## src/rtl/ddr_ctrl_pkg.sv

```systemverilog
package ddr_ctrl_pkg;

  localparam int DATA_W = 16;
  localparam int ADDR_W = 26;
  localparam int DM_W = DATA_W / 8; // one mask bit per byte lane

  typedef enum logic [2:0] {
    CMD_NOP = 3'd0,
    CMD_SCR = 3'd1,
    CMD_SCW = 3'd2,
    CMD_BLR = 3'd3,  // recognized, then dropped
    CMD_BLW = 3'd4,  // recognized, then dropped
    CMD_ATR = 3'd5,
    CMD_ATW = 3'd6
  } ddr_cmd_code_t;

  typedef enum logic [2:0] {
    ALU_NOT  = 3'd0,
    ALU_NAND = 3'd1,
    ALU_NOR  = 3'd2,
    ALU_XOR  = 3'd3,
    ALU_ADD  = 3'd4,
    ALU_FLIP = 3'd5,
    ALU_SRA  = 3'd6,
    ALU_SLA  = 3'd7
  } ddr_alu_op_t;

  typedef struct packed {
    ddr_cmd_code_t     cmd;
    logic [ADDR_W-1:0] addr; // bank 25:23, row 22:10, col 9:0
    ddr_alu_op_t       op;
  } ddr_req_t;

  typedef struct packed {
    logic [ADDR_W-1:0] addr;
    logic [DATA_W-1:0] data;
  } ddr_ret_t;

  typedef struct packed {
    logic        cs_n;
    logic        ras_n;
    logic        cas_n;
    logic        we_n;
    logic [2:0]  ba;
    logic [13:0] a;
  } ddr_cmd_bus_t;

  typedef struct packed {
    logic wr_load;
    logic rd_capture;
    logic alu_load;
    logic burst_on;
    logic beat_unmask;
    logic dqs_toggle;
  } ddr_dp_ctrl_t;

  // {cs_n, ras_n, cas_n, we_n}
  localparam logic [3:0] DRAM_NOP   = 4'b0111;
  localparam logic [3:0] DRAM_ACT   = 4'b0011;
  localparam logic [3:0] DRAM_READ  = 4'b0101;
  localparam logic [3:0] DRAM_WRITE = 4'b0100;
  localparam logic [3:0] DRAM_PRE   = 4'b0010;
  localparam logic [3:0] DRAM_REF   = 4'b0001;

endpackage

```

## src/rtl/ddr_atomic_alu.sv

```systemverilog
module ddr_atomic_alu (
  input  logic [ddr_ctrl_pkg::DATA_W-1:0] op_a, // old memory word
  input  logic [ddr_ctrl_pkg::DATA_W-1:0] op_b, // fifo operand
  input  ddr_ctrl_pkg::ddr_alu_op_t       op,
  output logic [ddr_ctrl_pkg::DATA_W-1:0] result
);

  always_comb
  begin
    result = '0;
    case (op)
      ddr_ctrl_pkg::ALU_NOT:  result = ~op_a;
      ddr_ctrl_pkg::ALU_NAND: result = ~(op_a & op_b);
      ddr_ctrl_pkg::ALU_NOR:  result = ~(op_a | op_b);
      ddr_ctrl_pkg::ALU_XOR:  result = op_a ^ op_b;
      ddr_ctrl_pkg::ALU_ADD:  result = op_a + op_b; // wraps mod 2^16
      ddr_ctrl_pkg::ALU_FLIP:
      begin
        for (int i = 0; i < ddr_ctrl_pkg::DATA_W; i++)
        begin
          result[i] = op_a[ddr_ctrl_pkg::DATA_W-1-i];
        end
      end
      ddr_ctrl_pkg::ALU_SRA:
      begin
        result = {op_a[ddr_ctrl_pkg::DATA_W-1], op_a[ddr_ctrl_pkg::DATA_W-1:1]};
      end
      ddr_ctrl_pkg::ALU_SLA:
      begin
        result = {op_a[ddr_ctrl_pkg::DATA_W-2:0], 1'b0};
      end
      default: result = '0;
    endcase
  end

endmodule

```

## src/rtl/ddr_refresh_timer.sv

```systemverilog
module ddr_refresh_timer #(
  parameter int REFRESH_INTERVAL = 4800
) (
  input  logic clk,
  input  logic reset,
  input  logic refresh_done,
  output logic refresh_due
);

  localparam int CNT_W = $clog2(REFRESH_INTERVAL + 1);
  localparam logic [CNT_W-1:0] DUE_AT = CNT_W'(REFRESH_INTERVAL - 1);

  logic [CNT_W-1:0] count;

  always_ff @(posedge clk)
  begin
    if (reset || refresh_done)
    begin
      count <= '0;
      refresh_due <= 1'b0;
    end
    else if (!refresh_due) // hold once due
    begin
      count <= count + 1'b1;
      if (count == DUE_AT)
        refresh_due <= 1'b1;
    end
  end

endmodule

```

## src/rtl/ddr_cmd_sequencer.sv

```systemverilog
module ddr_cmd_sequencer #(
  parameter int T_RCD      = 10,
  parameter int READ_LAT   = 16,
  parameter int WRITE_LAT  = 16,
  parameter int RD_WR_GAP  = 22,
  parameter int WR_RECOVER = 20,
  parameter int T_RFC      = 68
) (
  input  logic                                clk,
  input  logic                                reset,
  input  logic                                cmd_empty,
  input  ddr_ctrl_pkg::ddr_req_t              cmd_req,
  output logic                                cmd_get,
  output logic                                data_get,
  input  logic                                ret_full,
  output logic                                ret_put,
  output logic [ddr_ctrl_pkg::ADDR_W-1:0]     ret_addr,
  input  logic                                refresh_due,
  output logic                                refresh_done,
  output ddr_ctrl_pkg::ddr_cmd_bus_t          ddr_cmd,
  output ddr_ctrl_pkg::ddr_dp_ctrl_t          dp_ctrl,
  output ddr_ctrl_pkg::ddr_alu_op_t           alu_op
);

  localparam int CNT_MAX = T_RCD + READ_LAT + RD_WR_GAP + WRITE_LAT + WR_RECOVER + T_RFC;
  localparam int CNT_W = $clog2(CNT_MAX + 1);

  // counts are relative to accept, READ/WRITE or PRE
  localparam logic [CNT_W-1:0] C_RW_ISSUE  = CNT_W'(T_RCD);
  localparam logic [CNT_W-1:0] C_RD_BEAT   = CNT_W'(READ_LAT - 1);
  localparam logic [CNT_W-1:0] C_RET       = CNT_W'(READ_LAT + 4);
  localparam logic [CNT_W-1:0] C_RD_DONE   = CNT_W'(READ_LAT + 5);
  localparam logic [CNT_W-1:0] C_ATW_ISSUE = CNT_W'(RD_WR_GAP - 1);
  localparam logic [CNT_W-1:0] C_OE_ON     = CNT_W'(WRITE_LAT - 2);
  localparam logic [CNT_W-1:0] C_DQS_OFF   = CNT_W'(WRITE_LAT + 2);
  localparam logic [CNT_W-1:0] C_OE_OFF    = CNT_W'(WRITE_LAT + 3);
  localparam logic [CNT_W-1:0] C_WR_BEAT   = CNT_W'(WRITE_LAT - 1);
  localparam logic [CNT_W-1:0] C_WR_DONE   = CNT_W'(WRITE_LAT + WR_RECOVER - 1);
  localparam logic [CNT_W-1:0] C_REF       = CNT_W'(1);
  localparam logic [CNT_W-1:0] C_RFC_DONE  = CNT_W'(T_RFC + 1);

  typedef enum logic [2:0] {
    ST_IDLE,
    ST_ACCEPT,
    ST_ACTIVATE,
    ST_READ,
    ST_WRITE,
    ST_ATOMIC,
    ST_REFRESH
  } state_t;

  state_t                 state;
  logic [CNT_W-1:0]       cnt;
  ddr_ctrl_pkg::ddr_req_t req_q;
  logic [2:0]             bank;
  logic [9:0]             col;
  logic [CNT_W-1:0]       beat_ext;
  logic                   code_valid;
  logic                   needs_data;
  logic                   wr_phase;
  logic                   rd_phase;

  assign bank = req_q.addr[25:23];
  assign col = req_q.addr[9:0];
  assign beat_ext = {{(CNT_W-2){1'b0}}, col[1:0]};
  assign ret_addr = req_q.addr;
  assign alu_op = req_q.op;

  assign cmd_get = (state == ST_ACCEPT) && !cmd_empty && !ret_full;
  assign refresh_done = (state == ST_REFRESH) && (cnt == C_RFC_DONE);

  assign code_valid = cmd_req.cmd inside {ddr_ctrl_pkg::CMD_SCR, ddr_ctrl_pkg::CMD_SCW,
                                          ddr_ctrl_pkg::CMD_ATR, ddr_ctrl_pkg::CMD_ATW};
  assign needs_data = cmd_req.cmd inside {ddr_ctrl_pkg::CMD_SCW, ddr_ctrl_pkg::CMD_ATR,
                                          ddr_ctrl_pkg::CMD_ATW};

  assign wr_phase = (state == ST_WRITE);
  assign rd_phase = (state == ST_READ) || (state == ST_ATOMIC);

  always_ff @(posedge clk)
  begin
    if (cmd_get)
      req_q <= cmd_req;
  end

  always_ff @(posedge clk)
  begin
    if (reset)
    begin
      state <= ST_IDLE;
      cnt <= '0;
      ddr_cmd <= '{cs_n: 1'b0, ras_n: 1'b1, cas_n: 1'b1, we_n: 1'b1, ba: '0, a: '0};
      data_get <= 1'b0;
      ret_put <= 1'b0;
      dp_ctrl <= '0;
    end
    else
    begin
      cnt <= cnt + 1'b1;
      {ddr_cmd.cs_n, ddr_cmd.ras_n, ddr_cmd.cas_n, ddr_cmd.we_n} <= ddr_ctrl_pkg::DRAM_NOP;
      data_get <= 1'b0;
      ret_put <= 1'b0;
      dp_ctrl.wr_load <= 1'b0;
      dp_ctrl.alu_load <= 1'b0;
      dp_ctrl.rd_capture <= rd_phase && (cnt == C_RD_BEAT + beat_ext);
      dp_ctrl.beat_unmask <= wr_phase && (cnt == C_WR_BEAT + beat_ext);
      dp_ctrl.burst_on <= wr_phase && (cnt >= C_OE_ON) && (cnt <= C_OE_OFF);
      dp_ctrl.dqs_toggle <= wr_phase && (cnt >= C_OE_ON) && (cnt <= C_DQS_OFF);
      case (state)
        ST_IDLE:
        begin
          cnt <= '0;
          if (refresh_due) // precharge all first
          begin
            {ddr_cmd.cs_n, ddr_cmd.ras_n, ddr_cmd.cas_n, ddr_cmd.we_n} <= ddr_ctrl_pkg::DRAM_PRE;
            ddr_cmd.a <= {3'b000, 1'b1, 10'd0};
            state <= ST_REFRESH;
          end
          else if (!cmd_empty && !ret_full)
            state <= ST_ACCEPT;
        end
        ST_ACCEPT:
        begin
          state <= ST_IDLE;
          if (cmd_get && code_valid)
          begin
            {ddr_cmd.cs_n, ddr_cmd.ras_n, ddr_cmd.cas_n, ddr_cmd.we_n} <= ddr_ctrl_pkg::DRAM_ACT;
            ddr_cmd.ba <= cmd_req.addr[25:23];
            ddr_cmd.a <= {1'b0, cmd_req.addr[22:10]};
            data_get <= needs_data;
            dp_ctrl.wr_load <= needs_data;
            cnt <= CNT_W'(1);
            state <= ST_ACTIVATE;
          end
        end
        ST_ACTIVATE:
        begin
          if (cnt == C_RW_ISSUE)
          begin
            cnt <= '0;
            ddr_cmd.ba <= bank;
            if (req_q.cmd == ddr_ctrl_pkg::CMD_SCW)
            begin
              {ddr_cmd.cs_n, ddr_cmd.ras_n, ddr_cmd.cas_n, ddr_cmd.we_n} <=
                ddr_ctrl_pkg::DRAM_WRITE;
              ddr_cmd.a <= {3'b000, 1'b1, col};
              state <= ST_WRITE;
            end
            else
            begin
              {ddr_cmd.cs_n, ddr_cmd.ras_n, ddr_cmd.cas_n, ddr_cmd.we_n} <=
                ddr_ctrl_pkg::DRAM_READ;
              if (req_q.cmd == ddr_ctrl_pkg::CMD_SCR)
              begin
                ddr_cmd.a <= {3'b000, 1'b1, col};
                state <= ST_READ;
              end
              else
              begin
                ddr_cmd.a <= {3'b000, 1'b0, col}; // row stays open for the write back
                state <= ST_ATOMIC;
              end
            end
          end
        end
        ST_READ:
        begin
          if (cnt == C_RET)
            ret_put <= 1'b1;
          if (cnt == C_RD_DONE)
            state <= ST_IDLE;
        end
        ST_ATOMIC:
        begin
          if (cnt == C_RET)
          begin
            dp_ctrl.alu_load <= 1'b1;
            ret_put <= (req_q.cmd == ddr_ctrl_pkg::CMD_ATR); // old word back
          end
          if (cnt == C_ATW_ISSUE)
          begin
            {ddr_cmd.cs_n, ddr_cmd.ras_n, ddr_cmd.cas_n, ddr_cmd.we_n} <= ddr_ctrl_pkg::DRAM_WRITE;
            ddr_cmd.a <= {3'b000, 1'b1, col};
            cnt <= '0;
            state <= ST_WRITE;
          end
        end
        ST_WRITE:
        begin
          if (cnt == C_WR_DONE)
            state <= ST_IDLE;
        end
        ST_REFRESH:
        begin
          if (cnt == C_REF)
            {ddr_cmd.cs_n, ddr_cmd.ras_n, ddr_cmd.cas_n, ddr_cmd.we_n} <= ddr_ctrl_pkg::DRAM_REF;
          if (refresh_done)
            state <= ST_IDLE;
        end
        default: state <= ST_IDLE;
      endcase
    end
  end

endmodule

```

## src/rtl/ddr_data_path.sv

```systemverilog
module ddr_data_path (
  input  logic                                clk,
  input  logic                                reset,
  input  logic [ddr_ctrl_pkg::DATA_W-1:0]     wr_data,
  input  ddr_ctrl_pkg::ddr_dp_ctrl_t          dp_ctrl,
  input  ddr_ctrl_pkg::ddr_alu_op_t           alu_op,
  input  logic [ddr_ctrl_pkg::DATA_W-1:0]     dq_in,
  output logic [ddr_ctrl_pkg::DATA_W-1:0]     rd_word,
  output logic [ddr_ctrl_pkg::DATA_W-1:0]     dq_out,
  output logic                                dq_oe,
  output logic [1:0]                          dqs_out,
  output logic [ddr_ctrl_pkg::DM_W-1:0]       dm
);

  logic [ddr_ctrl_pkg::DATA_W-1:0] wr_word;
  logic [ddr_ctrl_pkg::DATA_W-1:0] alu_result;

  ddr_atomic_alu i_alu (
    .op_a   (rd_word),
    .op_b   (wr_word),
    .op     (alu_op),
    .result (alu_result)
  );

  // operand from the data fifo, later the read-modify-write result
  always_ff @(posedge clk)
  begin
    if (dp_ctrl.wr_load)
      wr_word <= wr_data;
    else if (dp_ctrl.alu_load)
      wr_word <= alu_result;
  end

  always_ff @(posedge clk)
  begin
    if (dp_ctrl.rd_capture)
      rd_word <= dq_in; // selected beat only
  end

  always_ff @(posedge clk)
  begin
    if (reset)
      dqs_out <= 2'b11;
    else if (dp_ctrl.dqs_toggle)
      dqs_out <= ~dqs_out;
    else
      dqs_out <= 2'b11; // preamble level
  end

  assign dq_out = wr_word;
  assign dq_oe = dp_ctrl.burst_on;
  assign dm = dp_ctrl.beat_unmask ? '0 : '1; // masked unless selected beat

endmodule

```

## src/rtl/ddr_ctrl_top.sv

```systemverilog
module ddr_ctrl_top #(
  parameter int T_RCD            = 10,
  parameter int READ_LAT         = 16,
  parameter int WRITE_LAT        = 16,
  parameter int RD_WR_GAP        = 22,
  parameter int WR_RECOVER       = 20,
  parameter int T_RFC            = 68,
  parameter int REFRESH_INTERVAL = 4800
) (
  input  logic                                clk,
  input  logic                                reset,
  input  logic                                cmd_empty,
  input  ddr_ctrl_pkg::ddr_req_t              cmd_req,
  output logic                                cmd_get,
  input  logic [ddr_ctrl_pkg::DATA_W-1:0]     wr_data,
  output logic                                data_get,
  input  logic                                ret_full,
  output logic                                ret_put,
  output ddr_ctrl_pkg::ddr_ret_t              ret,
  output ddr_ctrl_pkg::ddr_cmd_bus_t          ddr_cmd,
  input  logic [ddr_ctrl_pkg::DATA_W-1:0]     dq_in,
  output logic [ddr_ctrl_pkg::DATA_W-1:0]     dq_out,
  output logic                                dq_oe,
  output logic [1:0]                          dqs_out,
  output logic [ddr_ctrl_pkg::DM_W-1:0]       dm
);

  logic                       refresh_due;
  logic                       refresh_done;
  ddr_ctrl_pkg::ddr_dp_ctrl_t dp_ctrl;
  ddr_ctrl_pkg::ddr_alu_op_t  alu_op;

  ddr_refresh_timer #(
    .REFRESH_INTERVAL (REFRESH_INTERVAL)
  ) i_refresh_timer (
    .clk          (clk),
    .reset        (reset),
    .refresh_done (refresh_done),
    .refresh_due  (refresh_due)
  );

  ddr_cmd_sequencer #(
    .T_RCD      (T_RCD),
    .READ_LAT   (READ_LAT),
    .WRITE_LAT  (WRITE_LAT),
    .RD_WR_GAP  (RD_WR_GAP),
    .WR_RECOVER (WR_RECOVER),
    .T_RFC      (T_RFC)
  ) i_cmd_sequencer (
    .clk          (clk),
    .reset        (reset),
    .cmd_empty    (cmd_empty),
    .cmd_req      (cmd_req),
    .cmd_get      (cmd_get),
    .data_get     (data_get),
    .ret_full     (ret_full),
    .ret_put      (ret_put),
    .ret_addr     (ret.addr),
    .refresh_due  (refresh_due),
    .refresh_done (refresh_done),
    .ddr_cmd      (ddr_cmd),
    .dp_ctrl      (dp_ctrl),
    .alu_op       (alu_op)
  );

  ddr_data_path i_data_path (
    .clk     (clk),
    .reset   (reset),
    .wr_data (wr_data),
    .dp_ctrl (dp_ctrl),
    .alu_op  (alu_op),
    .dq_in   (dq_in),
    .rd_word (ret.data),
    .dq_out  (dq_out),
    .dq_oe   (dq_oe),
    .dqs_out (dqs_out),
    .dm      (dm)
  );

endmodule

```

## config.mk

```make
export PLATFORM = sky130hd
export DESIGN_NAME = ddr_ctrl_top
export DESIGN_NICKNAME = d
export VERILOG_FILES = /design/src/rtl/ddr_ctrl_pkg.sv /design/src/rtl/ddr_atomic_alu.sv /design/src/rtl/ddr_refresh_timer.sv /design/src/rtl/ddr_cmd_sequencer.sv /design/src/rtl/ddr_data_path.sv /design/src/rtl/ddr_ctrl_top.sv
export SDC_FILE = /design/constraint.sdc
export NUM_CORES = 1
export LEC_CHECK = 0
export BUFFER_PORTS_ARGS = -buffer_cell sky130_fd_sc_hd__buf_2
export CAP_MARGIN = 40
export CORE_MARGIN = 2
export CORE_UTILIZATION = 25
export CTS_CLUSTER_SIZE = 40
export DETAILED_ROUTE_END_ITERATION = 10
export GPL_ROUTABILITY_DRIVEN = 0
export PLACE_DENSITY = 0.53
export SKIP_CTS_REPAIR_TIMING = 1
export SYNTH_ARGS = -nofsm -noshare
export SYNTH_HDL_FRONTEND = slang
export SYNTH_SLANG_ARGS = --single-unit
```

## constraint.sdc

```tcl
create_clock -name clk -period 4.25 [get_ports clk]
set_clock_uncertainty 0.2 [all_clocks]
set_input_delay 1.275 -clock clk [delete_from_list [all_inputs] [get_ports clk]]
set_output_delay 1.275 -clock clk [all_outputs]
set_load 0.1 [all_outputs]
```

## After elaboration in Yosys (flattened, before gate mapping)

Cells that the tools add are included.
W data, S select, Z words.

- Input bits: 68
- Word-level logic and storage cells: 141
- Register bits after elaboration: 119
- Output and inout port bits: 87

- Reduce and logical (&&, ||, !) cells: 27
- $add $sub $neg: 4
- Muxes and demuxes: 37
- Equality and inequality tests: 36
- Bitwise gates (word level): 11
- Magnitude comparators: 3

Operators with widths:

| kind | count |
|---|---|
| $pmux W16 S8 | 1 |
| $pmux W14 S4 | 1 |
| $not A16 Y16 | 3 |
| $mux W14 | 3 |
| $mux W3 | 11 |
| $mux W16 | 2 |
| $pmux W8 S4 | 1 |
| $eq A3 B3 Y1 const B | 10 |
| $mux W8 | 3 |
| $mux W21 | 1 |
| $pmux W3 S7 | 1 |
| $mux W20 | 1 |
| $pmux W4 S5 | 1 |
| $eq A3 B2 Y1 const B | 6 |
| $add A16 B16 Y16 | 1 |
| $and A16 B16 Y16 | 1 |
| $eq A8 B5 Y1 const B | 2 |
| $le A8 B5 Y1 const B | 2 |
| $or A16 B16 Y16 | 1 |
| $xor A16 B16 Y16 | 1 |
| $add A13 B1 Y13 const B | 1 |
| $eq A13 B13 Y1 const B | 1 |
| $eq A3 B1 Y1 const B | 4 |
| $ne A2 B2 Y1 const B | 6 |
| other kinds (29) | 53 |

## Longest topological paths before layout

Gate-level depths: netlist of run 1.

- Word-level depth: 6
- Mapped depth: 10
- Gate-level depth less buffers: 9

## Modules after synthesis

A second synthesis of run 1 with hierarchy kept.

- Cell total of the unflattened synthesis: 757
- Area total of the unflattened synthesis: 7581.0 µm²

By module, submodules not included:

| module | area each (µm²) | cells each | instances | sequential area each (µm²) |
|---|---|---|---|---|
| ddr_cmd_sequencer | 3353.2 | 307 | 1 | 1701.6 |
| ddr_atomic_alu | 2239.6 | 317 | 1 | 0.0 |
| ddr_data_path | 1286.2 | 58 | 1 | 1001.0 |
| ddr_refresh_timer | 701.9 | 75 | 1 | 280.3 |

## Worst setup path before layout of run 1

No wires, ideal clock.

- Path type: input port to output port
- Start point: in cmd_empty
- End point: out cmd_get
- Arrival: 3035 ps
- Stages on the path: 2
- Required time: 2775 ps
- Path slack: -260 ps
- Cell sequence: or4b_4 inv_1

- Word-level cells in the longest chain between the ends: 3

RTL lines:

| what | line | source |
|---|---|---|
| start, declared | ddr_ctrl_top.sv:12 | `input logic cmd_empty,` |
| $logic_not A1 Y1 | ddr_cmd_sequencer.sv:69 | `assign cmd_get = (state == ST_ACCEPT) && !cmd_empty && !ret_full;` |
| $logic_and A1 B1 Y1 (2 in series) | ddr_cmd_sequencer.sv:69 |  |
| end, declared | ddr_ctrl_top.sv:14 | `output logic cmd_get,` |

Every way passes these cells.

## Final worst setup path of run 1

Same ends and word-level chain as after synthesis.

==> results_dict.tcl, run 1 <==
set metrics [dict create \
    outcome "finished clean" \
    grt_pass1_vias 5674 \
    period_share_pct 87.5 \
    worstPathCellList "buf_2 -> or4b_4 -> clkinvlp_4 -> buf_12" \
    antenna_found_initial 2 \
    cellPowerDensity_nw_per_um2 365 \
    fin_nets 951 \
    pwr-share-seq_pct 39.4 \
    htree_num_levels 4 \
    cp.required_ps 2770 \
    cts_root_buf "clkbuf_16" \
    start_util_pct 25.3 \
    relSlewSlack_pct 52.5 \
    drive_gt1_share_pct 25.3 \
    place_hpwl_um 15500 \
    cts_tree "built" \
    synth_edf_count 64 \
    synthFlopType "edfxtp_1" \
    io_buffers 152 \
    power.switching_w 0.000844 \
    total_leakage_power_nw 3.51 \
    remaining_drc_errors 0 \
    numCtsBuffers 17 \
    clock_path_buffers 2 \
    clock-sinks 117 \
    core_region_area_sq_um 27700 \
    detail-route-antenna-nets 0 \
    dp_worst_setup_slack_ps 526 \
    worstPathMaxFanout 3 \
    startpoint_type "input port" \
    grtUsageTotal_pct 14.4 \
    area.growth.synth_to_final_pct 22.5 \
    wl_um 21000 \
    fin_util_pct 31.0 \
    finalHoldViolCount 0 \
    grt_overflow 0 \
    syn_area_per_cell_sq_um 9.70 \
    finalCriticalPeriod_ps 3720 \
    clk_latency_ps 430 \
    combPwrFrac_pct 10.7 \
    slew_viol_final 0 \
    clkPwrFrac_pct 49.9 \
    cp_slowest_stage_delay_ps 560 \
    worstSetupPathType "input port to output pin" \
    drtIter0Drc 471 \
    min_path_type "flip-flop to flip-flop" \
    fmaxAchievable_mhz 269 \
    rsz0062_at_grt "no" \
    rows 61 \
    first_pass_iters 5 \
    tightest_slew_ps 712 \
    ys_seq_elements 117 \
    p_total_w 0.00313 \
    via_per_inst 4.77 \
    syn_inst 724 \
    die_y_um 172 \
    ys_warn_count 0 \
    grt_pass1_wl_um 32500 \
    async_flop_share_pct 0 \
    whs_ps 181 \
    ios 155 \
    endpoint_kind "output pin" \
    power.share.switching_pct 26.9 \
    syn_area_sq_um 7020 \
    ys_types 72 \
    die_area_sq_um 29400 \
    die_x_um 172 \
    grt_max_degree 36 \
    worstPathArrival_ps 2250 \
    ir_worst_vdd_mv 0.273 \
    wire_per_inst_um 17.0 \
    ys_seq_area_share_pct 42.5 \
    intPower_w 0.00229 \
    cpMaxStageDelayCell "or4b_4" \
    fin_tns_setup_ps 0 \
    setup_viol 0 \
    clk_pin_slew_ps 60 \
    max_cap_violations 0 \
    vias 5886 \
    setup_slack_ps 529 \
]
==> path summary, 6_finish.rpt <==
check	start	to	slack (ps)	depth (start not counted)
max reg2reg	i_data_path.rd_word[1]	i_data_path.dq_out[13]	1160	8
min	i_data_path.dqs_out[0]	i_data_path.dqs_out[0]	180	1
min reg2reg	i_data_path.dqs_out[0]	i_data_path.dqs_out[0]	180	1
max	cmd_empty	cmd_get	530	4
==> cell usage after synthesis (7+ instances only) <==
library cell  number  area, sq um
a21o_1             9         67.6
o21ai_0           24          120
a21oi_1           49          245
o31ai_1            7         52.6
buf_2              8         40.0
a32oi_1            7         61.3
and2_1            13         81.3
or2_2              8         50.1
nand2_1           44          165
a221o_1           15          150
clkbuf_1          21         78.8
dfxtp_1           53         1060
nand3_1           17         85.1
buf_4             31          233
ha_1              42          526
nand2b_1          14         87.6
nor2b_1           12         75.1
edfxtp_1          64         1920
xor2_1            17          149
nor2_1            59          221
a221oi_1          12          105
a211oi_1          17          128
mux2i_1           15          150
inv_1             51          191
a31oi_1            9         56.3
xnor2_1           11         96.3
==> critical path, delay by kind of cell <==
family,cells,cell delay [ps]
AND/OR/NAND/NOR,1,560
buffers and inverters,3,400
==> stage by stage <==
step	area, sq um	instances
2_1_floorplan	7030	725
3_3_place_gp	7940	1197
3_5_place_dp	7960	1199
4_1_cts	8590	1231
5_1_grt	8590	1231
6_report	8600	1233
==> sequential cells by signal, summed over array words and instances (netlist names) <==
register,count
i_cmd_sequencer.dp_ctrl,6
i_cmd_sequencer.req_q,3
i_cmd_sequencer.cnt,8
i_data_path.dq_out,16
i_cmd_sequencer.ret_put,1
i_refresh_timer.refresh_due,1
i_cmd_sequencer.alu_op,3
i_cmd_sequencer.ret_addr,26
i_data_path.rd_word,16
i_refresh_timer.count,13
i_cmd_sequencer.state,3
i_cmd_sequencer.ddr_cmd,19
i_data_path.dqs_out,2
==> cell families (layout without fill, tap and decap cells) <==
group	after synthesis	in the layout	share of synthesized area, %
compound gates	195	195	19.4
mux	20	20	3.26
flops	117	117	42.5
other cells	1	4	0.0534
simple gates	203	203	15.2
fa+ha+maj	43	43	7.77
xor+xnor	28	28	3.49
buf+inv	117	245	8.27
==> cells in the final DEF, fill, tap and decap left out, types with 11 or more instances in the layout <==
cell type and n:
dfxtp_1 53, mux2i_1 15, clkbuf_16 18, a211oi_1 17, nand3_1 17, edfxtp_1 64, a21oi_1 49, a221o_1 15
nor2_1 59, nor2b_1 12, buf_2 151, inv_1 50, and2_1 13, a221oi_1 12, xnor2_1 11, nand2_1 44
nand2b_1 14, o21ai_0 24, ha_1 42, xor2_1 17
==> power by group through the flow <==
| stage | Clock, W | Combinational [W] | Sequential [W] |
|---|---|---|---|
| finish | 0.00156 | 0.000335 | 0.00124 |
| global route | 0.00164 | 0.000361 | 0.00124 |
| CTS | 0.00160 | 0.000336 | 0.00124 |
| detailed placement | 0 | 0.000334 | 0.00126 |
| global placement | 0 | 0.000334 | 0.00126 |
| floorplan | 0 | 0.000206 | 0.00131 |
==> routing by layer <==
layer | GRT usage [%] | vias to the layer above | routed length [um]
li1 | - | 2849 | -
met1 | 18.9 | 2815 | 9560
met2 | 23.2 | 208 | 9760
met3 | 4.23 | 14 | 1540
met4 | 3.43 | 0 | 150
met5 | 0 | - | 0
==> layout make-up <==
cell class              count  area, sq um
clock inverters            13          166
flip-flops and latches    117         2980
diodes                      2         5.00
inverters                  52          199
repair buffers            161          847
fillers                  2894        19100
multi-input cells         491         3460
clock buffers              19          464
well taps                 378          473
Note: power is estimated with default switching activity, not from simulation.
==> run 2, diff against run 1 <==
--- a/config.mk
+++ b/config.mk
@@ -6,7 +6,7 @@
 export NUM_CORES = 1
 export LEC_CHECK = 0
 export BUFFER_PORTS_ARGS = -buffer_cell sky130_fd_sc_hd__buf_2
-export CAP_MARGIN = 40
+export CAP_MARGIN = 5
 export CORE_MARGIN = 2
 export CORE_UTILIZATION = 25
 export CTS_CLUSTER_SIZE = 40
@@ -16,4 +16,5 @@
 export SKIP_CTS_REPAIR_TIMING = 1
 export SYNTH_ARGS = -nofsm -noshare
 export SYNTH_HDL_FRONTEND = slang
+export SYNTH_HIERARCHICAL = 1
 export SYNTH_SLANG_ARGS = --single-unit
==> results_dict.tcl, run 2 <==
set metrics [dict create \
    cellPowerDensity_nw_per_um2 318 \
    clock-sinks 117 \
    tightest_slew_ps 1040 \
    synth_top_area_share_pct 25.4 \
    start_util_pct 25.5 \
    reg2reg_from "i_data_path/rd_word[0]" \
    synthFlopType "edfxtp_1" \
    whs_endpoint "i_data_path/dqs_out[1]" \
    async_flop_share_pct 0 \
    largest_reg_flops 26 \
    area.growth.synth_to_final_pct 17.8 \
    synth_most_common_cell "edfxtp_1" \
    die_area_sq_um 31700 \
    via_per_inst 4.83 \
    min_path_type "flip-flop to flip-flop" \
    ir_worst_vdd_mv 0.326 \
    hp-start "i_cmd_sequencer/dp_ctrl[0]" \
    rows 63 \
    r2r_setup_slack_ps 1190 \
    period_share_pct 84.7 \
    wire_per_inst_um 17.3 \
    finalHoldViolCount 0 \
    fillers 3144 \
    clock_path_buffers 2 \
    worstReg2RegEnd "i_data_path/dq_out[12]" \
    place_hpwl_um 16000 \
    startpoint_type "input port" \
    die_y_um 178 \
    ys_seq_elements 117 \
    drtIter0Drc 438 \
    drive_gt1_share_pct 29.1 \
    remaining_drc_errors 0 \
    numCtsBuffers 17 \
    grt_overflow 0 \
    clk_pin_slew_ps 60 \
    slew_viol_final 0 \
    setup_viol 0 \
    clk_latency_ps 420 \
    postPlaceCellArea_sq_um 8370 \
    fin_util_pct 30.0 \
    grtUsageTotal_pct 13.9 \
    layout_common_cells "buf_2 (151), edfxtp_1 (64), inv_1 (59)" \
    syn_area_per_cell_sq_um 10.0 \
    layout_commonest_cell "buf_2" \
    first_pass_iters 4 \
    antenna_found_initial 2 \
    yosys-top-cells-count "edfxtp_1 (64), inv_1 (59), a21oi_1 (54), dfxtp_1 (53), nand2_1 (47)" \
    ys_types 90 \
    total_leakage_power_nw 3.55 \
    synthTopCellsByArea "edfxtp_1 (25%), dfxtp_1 (14%), ha_1 (6.6%), buf_4 (3.8%), a21oi_1 (3.6%)" \
    synth_edf_count 64 \
    worstPathMaxFanout 4 \
    finalCriticalPeriod_ps 3600 \
    endpoint_kind "output pin" \
    rsz0062_at_grt "no" \
    cp.required_ps 2770 \
    worstPathArrival_ps 2130 \
    detail-route-antenna-nets 0 \
    hold_path_depth 1 \
    ys_warn_count 6 \
    grt_max_degree 44 \
    worstSetupPathType "input port to output pin" \
    htree_num_levels 4 \
    outcome "finished clean" \
    cts_root_buf "clkbuf_16" \
    ys_seq_area_share_pct 39.3 \
    io_buffers 152 \
    vias 6116 \
    die_x_um 178 \
    critPathLaunch "cmd_empty" \
    grt_pass1_vias 6159 \
    fmaxAchievable_mhz 278 \
    syn_area_sq_um 7580 \
    wl_um 21900 \
    fin_nets 971 \
    yosys.area.top_type "edfxtp_1" \
    relSlewSlack_pct 30.3 \
    cts_tree "built" \
    r2r_cells 10 \
    max_cap_violations 0 \
    ios 155 \
    grt_pass1_wl_um 33600 \
    whs_ps 209 \
    core_region_area_sq_um 29700 \
    syn_inst 757 \
    finalInstanceArea_sq_um 8930 \
]
-- run 2: cell count changes after synthesis, moves of 9 or more --
cell      before  now
a211oi_2       1   10
mux2_4         0    9
o21ai_0       24   15
clkbuf_1      21    9
a22oi_1        3   16
buf_2          8   17
nor2_1        59   39
a211oi_1      17    6
a221o_1       15    1
-- run 2: how the worst max path moves through the flow --
stage | end | slack, ps | cells past startpoint
after global routing | cmd_get | 610 | 4
after floorplan | cmd_get | -270 | 2
after detailed placement | cmd_get | 640 | 4
after global placement | cmd_get | 650 | 4
final | cmd_get | 650 | 4
after CTS | cmd_get | 630 | 4
-- run 2: final cells by class --
cell class / count / area (sq um) / area share (%)
Antenna cell: 2 / 5.00 / 0.0560
Tap cell: 390 / 488 / 5.46
Clock buffer: 19 / 443 / 4.96
Clock inverter: 13 / 108 / 1.20
Inverter: 61 / 229 / 2.56
Sequential cell: 117 / 2980 / 33.4
Multi-Input combinational cell: 504 / 3830 / 42.9
Timing Repair Buffer: 161 / 843 / 9.44
-- run 2: per-layer routing --
layer / up-vias / wire length, um / global-route usage [%]
met1: 2947 / 9620 / 16.6
met2: 181 / 10600 / 23.8
li1: 2969 / - / -
met5: - / 0 / 0
met3: 19 / 1410 / 3.73
met4: 0 / 290 / 5.19
-- run 2: report_power, final --
part           switching, W  leakage [nW]  internal (W)
Sequential        0.0000183          1.01       0.00121
Clock              0.000558         0.267      0.000815
Combinational      0.000164          2.27     0.0000757
Total              0.000740          3.55       0.00210
-- run 2: worst max-delay path, cell delays in order --
cell and delay, ps:
buf_2 110, or2_4 280, nor3_4 250, buf_12 210
-- run 2: stage by stage --
stage	std cells	total power (W)	setup slack (ps)	TNS [ps]
2_1_floorplan	758	0.00143	-271	-271
3_3_place_gp	1233	0.00149	652	0
3_5_place_dp	1233	0.00149	644	0
4_1_cts	1265	0.00289	634	0
5_1_grt	1265	0.00295	615	0
6_report	1267	0.00284	650	0
-- run 2: kinds of logic (layout without fill, tap and decap cells) --
kind of cell / count (synthesis) / in the layout / synth area share, %
and+or+nand+nor: 203 / 203 / 15.0
other: 1 / 4 / 0.0495
muxes: 38 / 38 / 7.08
xor gates and xnor gates: 24 / 24 / 2.77
AOI/OAI and AO/OA: 196 / 196 / 18.5
buffers and inverters: 137 / 254 / 10.4
DFF: 117 / 117 / 39.3
adders and majority gates: 41 / 41 / 6.87
